File: src/verilog/filter_cond_pkg.sv
/*
 * Shared widths, vector typedefs and packed structs of the filter engine
 * Condition operator and control state enums, FIFO sizing localparams
 */
`default_nettype none

package filter_cond_pkg;

    // --------------------------------------------------
    // Widths
    // --------------------------------------------------
    localparam int DATA_W  = 32;
    localparam int ADDR_W  = 16;
    localparam int SRC_W   = 4;
    localparam int COUNT_W = 16;

    // --------------------------------------------------
    // FIFO and pipeline sizing
    // --------------------------------------------------
    localparam int FIFO_DEPTH    = 16;
    localparam int KERNEL_STAGES = 2;

    // Leaves room for every packet still inside the kernel
    localparam int ALMOST_FULL_LEVEL = FIFO_DEPTH - KERNEL_STAGES;

    localparam int FIFO_PTR_W = $clog2(FIFO_DEPTH);
    localparam int FIFO_CNT_W = $clog2(FIFO_DEPTH + 1);

    // --------------------------------------------------
    // Vector types
    // --------------------------------------------------
    typedef logic [DATA_W-1:0]     data_t;
    typedef logic [ADDR_W-1:0]     addr_t;
    typedef logic [SRC_W-1:0]      src_t;
    typedef logic [COUNT_W-1:0]    count_t;
    typedef logic [FIFO_PTR_W-1:0] fifo_ptr_t;
    typedef logic [FIFO_CNT_W-1:0] fifo_cnt_t;

    // Memory packet, address and source id ride along with the data
    typedef struct packed {
        addr_t addr;
        src_t  src;
        data_t data;
    } packet_t;

    // Unsigned compare operators
    typedef enum logic [2:0] {
        EQ = 3'd0,
        NE = 3'd1,
        LT = 3'd2,
        GT = 3'd3,
        LE = 3'd4,
        GE = 3'd5
    } cond_op_t;

    // One job worth of filter configuration
    typedef struct packed {
        cond_op_t op;
        data_t    mask;
        data_t    operand;
        count_t   count;
    } cond_cfg_t;

    // Job control FSM
    typedef enum logic [2:0] {
        IDLE     = 3'd0,
        WAIT_CFG = 3'd1,
        RUN      = 3'd2,
        DRAIN    = 3'd3,
        DONE     = 3'd4
    } ctrl_state_t;

endpackage

`default_nettype wire

File: src/verilog/packet_fifo.sv
/*
 * Synchronous packet FIFO, circular buffer with occupancy count
 * Write side valid/ready, read side head view with pop, almost-full flag
 */
`timescale 1ns/1ps
`default_nettype none

module packet_fifo (
    input  logic                     ap_clk,
    input  logic                     areset_generator,
    input  filter_cond_pkg::packet_t wr_pkt,
    input  logic                     wr_valid,
    output logic                     wr_ready,
    output filter_cond_pkg::packet_t rd_pkt,
    output logic                     rd_valid,
    input  logic                     rd_pop,
    output logic                     almost_full
);

    // --------------------------------------------------
    // Storage and pointers
    // --------------------------------------------------
    filter_cond_pkg::packet_t   mem [filter_cond_pkg::FIFO_DEPTH];
    filter_cond_pkg::fifo_ptr_t wr_ptr;
    filter_cond_pkg::fifo_ptr_t rd_ptr;
    filter_cond_pkg::fifo_cnt_t count;

    logic do_push;
    logic do_pop;

    assign do_push = wr_valid & wr_ready;
    assign do_pop  = rd_pop & rd_valid;

    // --------------------------------------------------
    // Status flags
    // --------------------------------------------------
    assign wr_ready    = count != filter_cond_pkg::fifo_cnt_t'(filter_cond_pkg::FIFO_DEPTH);
    assign rd_valid    = count != '0;
    assign almost_full =
        count >= filter_cond_pkg::fifo_cnt_t'(filter_cond_pkg::ALMOST_FULL_LEVEL);

    // Head of queue, visible without a read strobe
    assign rd_pkt = mem[rd_ptr];

    always_ff @(posedge ap_clk) begin
        if (do_push) begin
            mem[wr_ptr] <= wr_pkt;
        end
    end

    // --------------------------------------------------
    // Pointer and occupancy update
    // --------------------------------------------------
    always_ff @(posedge ap_clk) begin
        if (areset_generator) begin
            wr_ptr <= '0;
            rd_ptr <= '0;
            count  <= '0;
        end else begin
            if (do_push) begin
                if (wr_ptr == filter_cond_pkg::fifo_ptr_t'(filter_cond_pkg::FIFO_DEPTH - 1)) begin
                    wr_ptr <= '0;
                end else begin
                    wr_ptr <= wr_ptr + 1'b1;
                end
            end

            if (do_pop) begin
                if (rd_ptr == filter_cond_pkg::fifo_ptr_t'(filter_cond_pkg::FIFO_DEPTH - 1)) begin
                    rd_ptr <= '0;
                end else begin
                    rd_ptr <= rd_ptr + 1'b1;
                end
            end

            // Push and pop together leave the count alone
            if (do_push && !do_pop) begin
                count <= count + 1'b1;
            end else if (do_pop && !do_push) begin
                count <= count - 1'b1;
            end
        end
    end

endmodule

`default_nettype wire

File: src/verilog/filter_cond_control.sv
/*
 * Job control FSM of the filter engine
 * Latches the configuration, counts pops, issues pop and done
 */
`timescale 1ns/1ps
`default_nettype none

module filter_cond_control (
    input  logic                       ap_clk,
    input  logic                       areset_generator,
    input  logic                       start,
    input  filter_cond_pkg::cond_cfg_t cfg,
    input  logic                       cfg_valid,
    output logic                       cfg_ready,
    input  logic                       head_valid,
    input  logic                       out_almost_full,
    input  logic                       pipe_empty,
    output logic                       pop,
    output filter_cond_pkg::cond_cfg_t active_cfg,
    output logic                       busy,
    output logic                       done
);

    // --------------------------------------------------
    // State and counters
    // --------------------------------------------------
    filter_cond_pkg::ctrl_state_t state;
    filter_cond_pkg::ctrl_state_t state_next;
    filter_cond_pkg::count_t      remaining;
    filter_cond_pkg::count_t      remaining_next;
    logic                         cfg_fire;

    assign cfg_fire = cfg_valid & cfg_ready;

    // Single point where the pop conditions meet
    assign pop = (state == filter_cond_pkg::RUN) &&
                 (remaining != '0) &&
                 head_valid &&
                 !out_almost_full;

    assign remaining_next = pop ? remaining - 1'b1 : remaining;

    // Status decode straight from the state register
    assign cfg_ready = state == filter_cond_pkg::WAIT_CFG;
    assign busy      = state != filter_cond_pkg::IDLE;
    assign done      = state == filter_cond_pkg::DONE;

    // --------------------------------------------------
    // Next state
    // --------------------------------------------------
    always_comb begin
        state_next = state;
        case (state)
            filter_cond_pkg::IDLE: begin
                if (start) begin
                    state_next = filter_cond_pkg::WAIT_CFG;
                end
            end
            filter_cond_pkg::WAIT_CFG: begin
                if (cfg_fire) begin
                    // Empty job skips straight to the drain check
                    if (cfg.count == '0) begin
                        state_next = filter_cond_pkg::DRAIN;
                    end else begin
                        state_next = filter_cond_pkg::RUN;
                    end
                end
            end
            filter_cond_pkg::RUN: begin
                if (remaining_next == '0) begin
                    state_next = filter_cond_pkg::DRAIN;
                end
            end
            filter_cond_pkg::DRAIN: begin
                if (pipe_empty) begin
                    state_next = filter_cond_pkg::DONE;
                end
            end
            filter_cond_pkg::DONE: begin
                state_next = filter_cond_pkg::IDLE;
            end
            default: begin
                state_next = filter_cond_pkg::IDLE;
            end
        endcase
    end

    // --------------------------------------------------
    // Registers
    // --------------------------------------------------
    always_ff @(posedge ap_clk) begin
        if (areset_generator) begin
            state     <= filter_cond_pkg::IDLE;
            remaining <= '0;
        end else begin
            state <= state_next;
            if (cfg_fire) begin
                remaining <= cfg.count;
            end else begin
                remaining <= remaining_next;
            end
        end
    end

    // Held for the whole job
    always_ff @(posedge ap_clk) begin
        if (cfg_fire) begin
            active_cfg <= cfg;
        end
    end

endmodule

`default_nettype wire

File: src/verilog/filter_cond_kernel.sv
/*
 * Two-stage masked compare pipeline
 * Marks passing packets and reports when nothing is in flight
 */
`timescale 1ns/1ps
`default_nettype none

module filter_cond_kernel (
    input  logic                       ap_clk,
    input  logic                       areset_generator,
    input  filter_cond_pkg::packet_t   in_pkt,
    input  logic                       in_valid,
    input  filter_cond_pkg::cond_cfg_t cfg,
    output filter_cond_pkg::packet_t   pass_pkt,
    output logic                       pass_valid,
    output logic                       pipe_empty
);

    // --------------------------------------------------
    // Pipeline registers
    // --------------------------------------------------
    logic                     s1_valid;
    filter_cond_pkg::packet_t s1_pkt;
    filter_cond_pkg::data_t   s1_masked;

    logic                     s2_valid;
    logic                     s2_pass;
    filter_cond_pkg::packet_t s2_pkt;

    filter_cond_pkg::data_t   operand_masked;
    logic                     cond_met;

    assign operand_masked = cfg.operand & cfg.mask;

    // Operator evaluation, all compares unsigned
    always_comb begin
        case (cfg.op)
            filter_cond_pkg::EQ: cond_met = s1_masked == operand_masked;
            filter_cond_pkg::NE: cond_met = s1_masked != operand_masked;
            filter_cond_pkg::LT: cond_met = s1_masked <  operand_masked;
            filter_cond_pkg::GT: cond_met = s1_masked >  operand_masked;
            filter_cond_pkg::LE: cond_met = s1_masked <= operand_masked;
            filter_cond_pkg::GE: cond_met = s1_masked >= operand_masked;
            default:             cond_met = 1'b0;
        endcase
    end

    // --------------------------------------------------
    // Valid bits
    // --------------------------------------------------
    always_ff @(posedge ap_clk) begin
        if (areset_generator) begin
            s1_valid <= 1'b0;
            s2_valid <= 1'b0;
        end else begin
            s1_valid <= in_valid;
            s2_valid <= s1_valid;
        end
    end

    // Payload moves every cycle, qualified by the valid bits
    always_ff @(posedge ap_clk) begin
        s1_pkt    <= in_pkt;
        s1_masked <= in_pkt.data & cfg.mask;
        s2_pkt    <= s1_pkt;
        s2_pass   <= cond_met;
    end

    // --------------------------------------------------
    // Outputs
    // --------------------------------------------------
    assign pass_pkt   = s2_pkt;
    assign pass_valid = s2_valid & s2_pass;

    // Stage 2 counts as occupied even when its packet fails
    assign pipe_empty = !s1_valid && !s2_valid;

endmodule

`default_nettype wire

File: src/verilog/filter_cond_engine.sv
/*
 * Filter-condition engine top level
 * Input FIFO, job control, compare kernel and output FIFO
 */
`timescale 1ns/1ps
`default_nettype none

module filter_cond_engine (
    input  logic                       ap_clk,
    input  logic                       areset_generator,
    input  logic                       start,
    input  filter_cond_pkg::cond_cfg_t cfg,
    input  logic                       cfg_valid,
    output logic                       cfg_ready,
    input  filter_cond_pkg::packet_t   in_pkt,
    input  logic                       in_valid,
    output logic                       in_ready,
    output filter_cond_pkg::packet_t   out_pkt,
    output logic                       out_valid,
    input  logic                       out_ready,
    output logic                       busy,
    output logic                       done
);

    // --------------------------------------------------
    // Internal nets
    // --------------------------------------------------
    filter_cond_pkg::packet_t   head_pkt;
    logic                       head_valid;
    logic                       pop;
    filter_cond_pkg::cond_cfg_t active_cfg;
    filter_cond_pkg::packet_t   pass_pkt;
    logic                       pass_valid;
    logic                       pipe_empty;
    logic                       out_almost_full;
    logic                       out_pop;

    assign out_pop = out_valid & out_ready;

    // --------------------------------------------------
    // Input side
    // --------------------------------------------------
    // Packets collect here whether or not a job runs
    packet_fifo in_fifo (
        .ap_clk           (ap_clk),
        .areset_generator (areset_generator),
        .wr_pkt           (in_pkt),
        .wr_valid         (in_valid),
        .wr_ready         (in_ready),
        .rd_pkt           (head_pkt),
        .rd_valid         (head_valid),
        .rd_pop           (pop),
        .almost_full      ()
    );

    // --------------------------------------------------
    // Processing
    // --------------------------------------------------
    filter_cond_control control0 (
        .ap_clk           (ap_clk),
        .areset_generator (areset_generator),
        .start            (start),
        .cfg              (cfg),
        .cfg_valid        (cfg_valid),
        .cfg_ready        (cfg_ready),
        .head_valid       (head_valid),
        .out_almost_full  (out_almost_full),
        .pipe_empty       (pipe_empty),
        .pop              (pop),
        .active_cfg       (active_cfg),
        .busy             (busy),
        .done             (done)
    );

    filter_cond_kernel kernel0 (
        .ap_clk           (ap_clk),
        .areset_generator (areset_generator),
        .in_pkt           (head_pkt),
        .in_valid         (pop),
        .cfg              (active_cfg),
        .pass_pkt         (pass_pkt),
        .pass_valid       (pass_valid),
        .pipe_empty       (pipe_empty)
    );

    // --------------------------------------------------
    // Output side
    // --------------------------------------------------
    // Almost-full reserve covers the kernel stages, so writes never stall
    packet_fifo out_fifo (
        .ap_clk           (ap_clk),
        .areset_generator (areset_generator),
        .wr_pkt           (pass_pkt),
        .wr_valid         (pass_valid),
        .wr_ready         (),
        .rd_pkt           (out_pkt),
        .rd_valid         (out_valid),
        .rd_pop           (out_pop),
        .almost_full      (out_almost_full)
    );

endmodule

`default_nettype wire

File: config.mk
export PLATFORM = sky130hd
export DESIGN_NAME = filter_cond_engine
export DESIGN_NICKNAME = d
export VERILOG_FILES = /design/src/verilog/filter_cond_pkg.sv /design/src/verilog/packet_fifo.sv /design/src/verilog/filter_cond_control.sv /design/src/verilog/filter_cond_kernel.sv /design/src/verilog/filter_cond_engine.sv
export SDC_FILE = /design/constraint.sdc
export NUM_CORES = 1
export LEC_CHECK = 0
export BUFFER_PORTS_ARGS = -buffer_cell sky130_fd_sc_hd__buf_2
export CAP_MARGIN = 5
export CELL_PAD_IN_SITES_DETAIL_PLACEMENT = 1
export CELL_PAD_IN_SITES_GLOBAL_PLACEMENT = 1
export CORE_ASPECT_RATIO = 0.6
export CORE_MARGIN = 1
export CORE_UTILIZATION = 55
export CTS_CLUSTER_SIZE = 8
export DETAILED_ROUTE_END_ITERATION = 8
export PLACE_DENSITY = 0.91
export SLEW_MARGIN = 15
export SYNTH_ARGS = -nofsm -noshare
export SYNTH_HDL_FRONTEND = slang
export SYNTH_SLANG_ARGS = --single-unit
File: constraint.sdc
create_clock -name ap_clk -period 5.6 [get_ports ap_clk]
set_input_delay 0.28 -clock ap_clk [delete_from_list [all_inputs] [get_ports ap_clk]]
set_output_delay 0.28 -clock ap_clk [all_outputs]
set_load 0.03 [all_outputs]
==> impl_metrics.env, run 1 <==
export IMPL_finalHoldViolCount=0
export IMPL_crit_chain="buf_12 -> mux4_2 -> mux4_2 -> buf_2"
export IMPL_die_h_um=280
export IMPL_htreeDepth=5
export IMPL_vias=36900
export IMPL_layout_nets=3796
export IMPL_ioPinCount=198
export IMPL_yosysTopAreaCell="edfxtp_1"
export IMPL_n_fill_cell=9934
export IMPL_syn_area_per_cell_um2=23.4
export IMPL_place_ws_ps=1950
export IMPL_async_flop_share_pct=0
export IMPL_min_period_ps=4240
export IMPL_drc=0
export IMPL_slew_headroom_pct=18.0
export IMPL_p_leak_nw=26.8
export IMPL_synth_fa_ha_area_share_pct=0.954
export IMPL_worstSetupStartpointType="flop"
export IMPL_hold_path_depth=7
export IMPL_wl_per_cell_um=39.3
export IMPL_critPathKind="flop to output port"
export IMPL_synthSimpleGateAreaFrac_pct=1.89
export IMPL_synthFlopType="edfxtp_1"
export IMPL_seq_area_mm2=0.0559
export IMPL_fin_crit_sh_pct=75.8
export IMPL_multiInputGateArea_mm2=0.0148
export IMPL_cts_clk_slew_worst_paths_ps=50
export IMPL_synth_mux_area_share_pct=16.5
export IMPL_ctsResizeCount=0
export IMPL_ir_worst_vdd_uv=392
export IMPL_clk_path_buf_depth=4
export IMPL_synth_area_leaders="edfxtp_1 73%, mux4_2 16%, dfxtp_1 5.4%"
export IMPL_grt_antenna_before_repair=12
export IMPL_setup_violations=0
export IMPL_syn_to_final_growth_pct=18.3
export IMPL_cts_tree="done"
export IMPL_dp_hpwl_mm=107
export IMPL_die_area_mm2=0.131
export IMPL_grt_usage_pct=34.0
export IMPL_rsz0062_at_grt="false"
export IMPL_via_per_inst=6.70
export IMPL_core_area_mm2=0.127
export IMPL_status="finished, final reports clean"
export IMPL_syn_instance_count=3040
export IMPL_tns_ps=0
export IMPL_synth_cell_types=57
export IMPL_cp_end_kind="output port"
export IMPL_min_to="control0.state[0]"
export IMPL_hold_class="input port to flop"
export IMPL_drive_gt1_share_pct=30.0
export IMPL_slew_violations=0
export IMPL_powerDensity_mw_per_mm2=467
export IMPL_synth_xor_area_share_pct=0.382
export IMPL_clk_latency_ps=910
export IMPL_gp_congestion=0.788
export IMPL_clock_sinks=1923
export IMPL_first_pass_iters=5
export IMPL_layout_setup_ws_ps=1360
export IMPL_netlist_area_leader_share_pct=73.1
export IMPL_drv_cap=0
export IMPL_cpPeakStageDelay_ps=950
export IMPL_num_rows=101
export IMPL_synth_yosys_warnings=0
export IMPL_cp_arrival_ps=3960
export IMPL_use_met3_pct=6.15
export IMPL_top_usage_layer="met2"
export IMPL_synth_most_common_cell="edfxtp_1"
export IMPL_met2_usage_pct=56.3
export IMPL_seq_area_frac_synth_pct=78.5
export IMPL_crit_required_ps=5320
export IMPL_grt_pass1_vias=39600
export IMPL_numCtsBuffers=290
export IMPL_ys_ff_latch=1923
export IMPL_crit_fanout=60
export IMPL_overflow=0
export IMPL_tightest_slew_ps=1230
export IMPL_use_met1_pct=43.8
export IMPL_root_buffer="clkbuf_16"
export IMPL_crit_top_cell="mux4_2"
export IMPL_fin_worst_skew_ps=69.2
export IMPL_synth_commonest_cells="1731 x edfxtp_1, 520 x mux4_2, 192 x dfxtp_1"
export IMPL_die_w_um=466
export IMPL_syn_nets=3234
export IMPL_reg2reg_depth=9
export IMPL_max_freq_ghz=0.236
export IMPL_slowest_stage="dfxtp_4"
export IMPL_totalWireLength_mm=216
export IMPL_netlist_area_mm2=0.0711
export IMPL_grt_pass1_wl_mm=305
export IMPL_initial_core_util_pct=55.8
export IMPL_synth_edff_count=1731
export IMPL_drt_initial_drc_count=5194
export IMPL_hold_start="start"
export IMPL_synth_compound_area_share_pct=0.877
export IMPL_synth_top_family_by_area="multiplexers"
export IMPL_r2r_slack_ps=1360
export IMPL_r2r_end="kernel0.s2_pass"
export IMPL_grt_max_degree=124
export IMPL_rr_startpoint="control0.active_cfg[55]"
export IMPL_port_buffers=197
export IMPL_antenna_left=0
-- state kept, by name (all words and copies together) (netlist names), named ones only --
signal,cells
kernel0.s2_pass,1
kernel0.s1_valid,1
in_fifo.rd_ptr,4
out_fifo.mem,832
control0.state,3
kernel0.s1_pkt,52
control0.active_cfg,67
in_fifo.wr_ptr,4
control0.remaining,16
in_fifo.count,5
out_fifo.rd_ptr,4
kernel0.s1_masked,32
out_fifo.count,5
kernel0.pass_pkt,52
kernel0.s2_valid,1
in_fifo.mem,832
out_fifo.wr_ptr,4
-- area by class of cell --
class                           count  area share [%]
Sequential cell                  1923            66.4
Multi-Input combinational cell    966            17.6
Clock buffer                      486            9.63
Timing Repair Buffer              404            3.58
Tap cell                         1699            2.53
Clock inverter                      6           0.106
Inverter                           17          0.0923
Antenna cell                        5          0.0149
-- through the flow --
stage          cells  power (mW)  hold WS [ps]  util [%]  area [um^2]
3_3_place_gp    4871        22.4           313      58.5        74500
2_1_floorplan   3040        20.9           310         -        71100
6_report        5506        39.2          77.8      66.0        84100
5_1_grt         5503        40.1          77.3      66.0        84100
4_1_cts         5501        39.2          11.5      66.0        84100
3_5_place_dp    4871        22.7           314      58.5        74500
-- what timing repair did --
action | 4_1_cts | 5_1_grt
hold endpoints to repair | 930 | 0
buffers inserted | 0 | 0
hold buffers | 138 | 0
-- placed cells by master, fill, tap and decap left out, drive strengths merged, types with 10 or more instances in the layout --
master	Yosys	routed
nand2	67	67
ha	51	51
a211oi	19	19
xor2	14	14
and2	52	52
inv	16	18
mux4	520	520
a21oi	39	39
edfxtp	1731	1731
nor4	11	11
buf	50	266
xnor2	17	17
o21ai	12	12
clkbuf	84	486
dlygate4sd3	0	138
nor3	18	18
nor2	67	67
nand4	10	10
dfxtp	192	192
-- routing by layer --
layer | wire length, um | part of all wire (%) | vias up
li1 | - | - | 14000
met3 | 19400 | 9.0 | 541
met4 | 10600 | 4.9 | 8
met1 | 77200 | 36 | 19600
met5 | 48 | 0.022 | -
met2 | 109000 | 50 | 2729
-- critical path, delay by kind of cell, from the launching register on --
| kind | cells | cell delay, ps |
|---|---|---|
| buf+inv | 2 | 680 |
| flops | 1 | 950 |
| mux | 2 | 1220 |
-- kinds of logic (layout without fill, tap and decap cells) --
| family | count (synthesis) | after routing |
|---|---|---|
| other | 0 | 5 |
| buffers and inverters | 151 | 913 |
| XOR/XNOR | 31 | 31 |
| adder cells (fa/ha/maj) | 53 | 53 |
| AO/OA/AOI/OAI | 95 | 95 |
| flip-flops | 1923 | 1923 |
| AND/OR/NAND/NOR | 264 | 264 |
| multiplexers | 523 | 523 |
-- worst max path at each step --
stage,from,to,slack (ps)
after CTS,flop,out_pkt[50],1250
after floorplan,in_fifo.count[0],in_fifo.mem[3][0],190
after global routing,flop,out_pkt[45],1180
after global placement,control0.state[1],in_fifo.count[4],2220
after detailed placement,control0.state[1],in_fifo.count[4],1950
final,flop,out_pkt[34],1360
-- report_power, final --
group / internal [mW] / switching (mW)
sequential: 16.7 / 1.02
combinational: 2.35 / 2.75
clock: 9.80 / 6.59
total: 28.9 / 10.4
Power figures use the tool's default switching activity.
==> run 2, diff against run 1 <==
==> constraint.sdc (replaced) <==
create_clock -name ap_clk -period 4.14 [get_ports ap_clk]
set_input_delay 0.207 -clock ap_clk [delete_from_list [all_inputs] [get_ports ap_clk]]
set_output_delay 0.207 -clock ap_clk [all_outputs]
set_load 0.03 [all_outputs]
==> impl_metrics.env, run 2 (synthesized netlist as in run 1, its figures left out) <==
export IMPL_cp_arrival_ps=3680
export IMPL_rr_startpoint="control0.active_cfg[43]"
export IMPL_tightest_slew_ps=1120
export IMPL_seq_area_mm2=0.0559
export IMPL_numCtsBuffers=290
export IMPL_min_to="control0.active_cfg[19]"
export IMPL_setup_violations=0
export IMPL_clk_path_buf_depth=4
export IMPL_final_common_cell="edfxtp_1"
export IMPL_drv_cap=0
export IMPL_powerDensity_mw_per_mm2=629
export IMPL_ir_worst_vdd_uv=530
export IMPL_grt_pass1_vias=39900
export IMPL_min_period_ps=3890
export IMPL_cts_tree="done"
export IMPL_rsz0062_at_grt="false"
export IMPL_fin_worst_skew_ps=86.4
export IMPL_hold_class="input port to flop"
export IMPL_grt_pass1_wl_mm=313
export IMPL_drc=0
export IMPL_slew_headroom_pct=25.0
export IMPL_multiInputGateArea_mm2=0.0148
export IMPL_r2r_end="kernel0.s2_pass"
export IMPL_core_area_mm2=0.127
export IMPL_fin_crit_sh_pct=94.0
export IMPL_root_buffer="clkbuf_16"
export IMPL_clk_latency_ps=930
export IMPL_hold_path_depth=2
export IMPL_die_area_mm2=0.131
export IMPL_stdcell_count=5571
export IMPL_crit_top_cell="mux4_2"
export IMPL_reg2reg_depth=9
export IMPL_worstSetupStartpointType="flop"
export IMPL_p_leak_nw=27.2
export IMPL_crit_chain="buf_12 -> mux4_2 -> mux4_2 -> buf_2"
export IMPL_port_buffers=197
export IMPL_grt_max_degree=60
export IMPL_ioPinCount=198
export IMPL_htreeDepth=5
export IMPL_hold_start="cfg[19]"
export IMPL_reg_top3="in_fifo.mem: 832 flops, out_fifo.mem: 832 flops, control0.active_cfg: 67 flops"
export IMPL_drive_gt1_share_pct=30.7
export IMPL_cpPeakStageDelay_ps=960
export IMPL_worst_path_buf_inv=2
export IMPL_postCtsSetupRepairBufs=0
export IMPL_layout_common_cells="1731 x edfxtp_1, 520 x mux4_2, 299 x clkbuf_16, 197 x buf_2, 186 x clkbuf_1"
export IMPL_slowest_stage="dfxtp_4"
export IMPL_syn_to_final_growth_pct=19.8
export IMPL_drt_initial_drc_count=5492
export IMPL_slew_violations=0
export IMPL_initial_core_util_pct=55.8
export IMPL_critPathKind="flop to output port"
export IMPL_grt_usage_pct=35.0
export IMPL_cp_end_kind="output port"
export IMPL_crit_fanout=41
export IMPL_via_per_inst=6.78
export IMPL_finalHoldViolCount=0
export IMPL_cts_clk_slew_worst_paths_ps=50
export IMPL_dp_cells=4909
export IMPL_n_fill_cell=9862
export IMPL_layout_nets=3857
export IMPL_antenna_left=0
export IMPL_r2r_slack_ps=690
export IMPL_clock_sinks=1923
export IMPL_hold_ws_ps=42.8
export IMPL_die_w_um=466
export IMPL_totalWireLength_mm=224
export IMPL_first_pass_iters=5
export IMPL_p_total_mw=53.6
export IMPL_crit_family="multiplexers"
export IMPL_grt_antenna_before_repair=12
export IMPL_crit_required_ps=3930
export IMPL_die_h_um=280
export IMPL_overflow=0
export IMPL_num_rows=101
export IMPL_status="finished, final reports clean"
export IMPL_gp_congestion=0.816
export IMPL_vias=37800
export IMPL_worstSetupPathDepth=4
export IMPL_max_freq_ghz=0.257
export IMPL_wl_per_cell_um=40.2
export IMPL_dp_hpwl_mm=109
[run 2: cell types whose count changed in the layout (fill, tap and decap cells not counted), sizes merged]
cell         delta
inv             +2
clkinv          +1
buf            +38
diode           +2
bufinv          -1
dlygate4sd3    +23
[run 2: worst max path at each step]
stage	start	endpoint	slack, ps
2_1_floorplan	in_fifo.count[0]	in_fifo.mem[0][0]	-1230
3_3_place_gp	in_fifo.count[0]	in_fifo.count[4]	900
3_5_place_dp	in_fifo.count[0]	in_fifo.count[4]	800
4_1_cts	flop	out_pkt[40]	180
5_1_grt	flop	out_pkt[32]	160
6_report	flop	out_pkt[32]	250
[run 2: cell type report]
class,count,share of cell area [%]
flip-flops and latches,1923,65.6
clock buffers,486,9.62
multi-input cells,966,17.4
inverters,17,0.0911
repair buffers,465,4.66
diodes,7,0.0206
well taps,1699,2.50
clock inverters,8,0.0955
[run 2: layer usage]
metal  track usage [%]  vias up  part of all wire (%)
li1                  -    14100                     -
met5                 0        -                 0.023
met3              6.44      553                   9.3
met4              15.6        8                   4.5
met2              59.0     2988                    51
met1              45.0    20100                    35
[run 2: repair_timing]
action                    CTS  global route
resized for setup           0             0
hold endpoints to repair  939             0
hold buffers              161             0
[run 2: report_power, final]
part           switching [mW]  internal (mW)
clock                    8.97           13.4
combinational            3.90           3.35
sequential               1.37           22.6
[run 2: through the flow]
step | area [um^2] | setup slack, ps | util (%) | TNS [ps]
3_5_place_dp | 75200 | 798 | 59.1 | 0
6_report | 85100 | 249 | 66.8 | 0
2_1_floorplan | 71100 | -1230 | - | -192080
5_1_grt | 85100 | 160 | 66.8 | 0
4_1_cts | 85100 | 184 | 66.8 | 0
3_3_place_gp | 75200 | 897 | 59.1 | 0
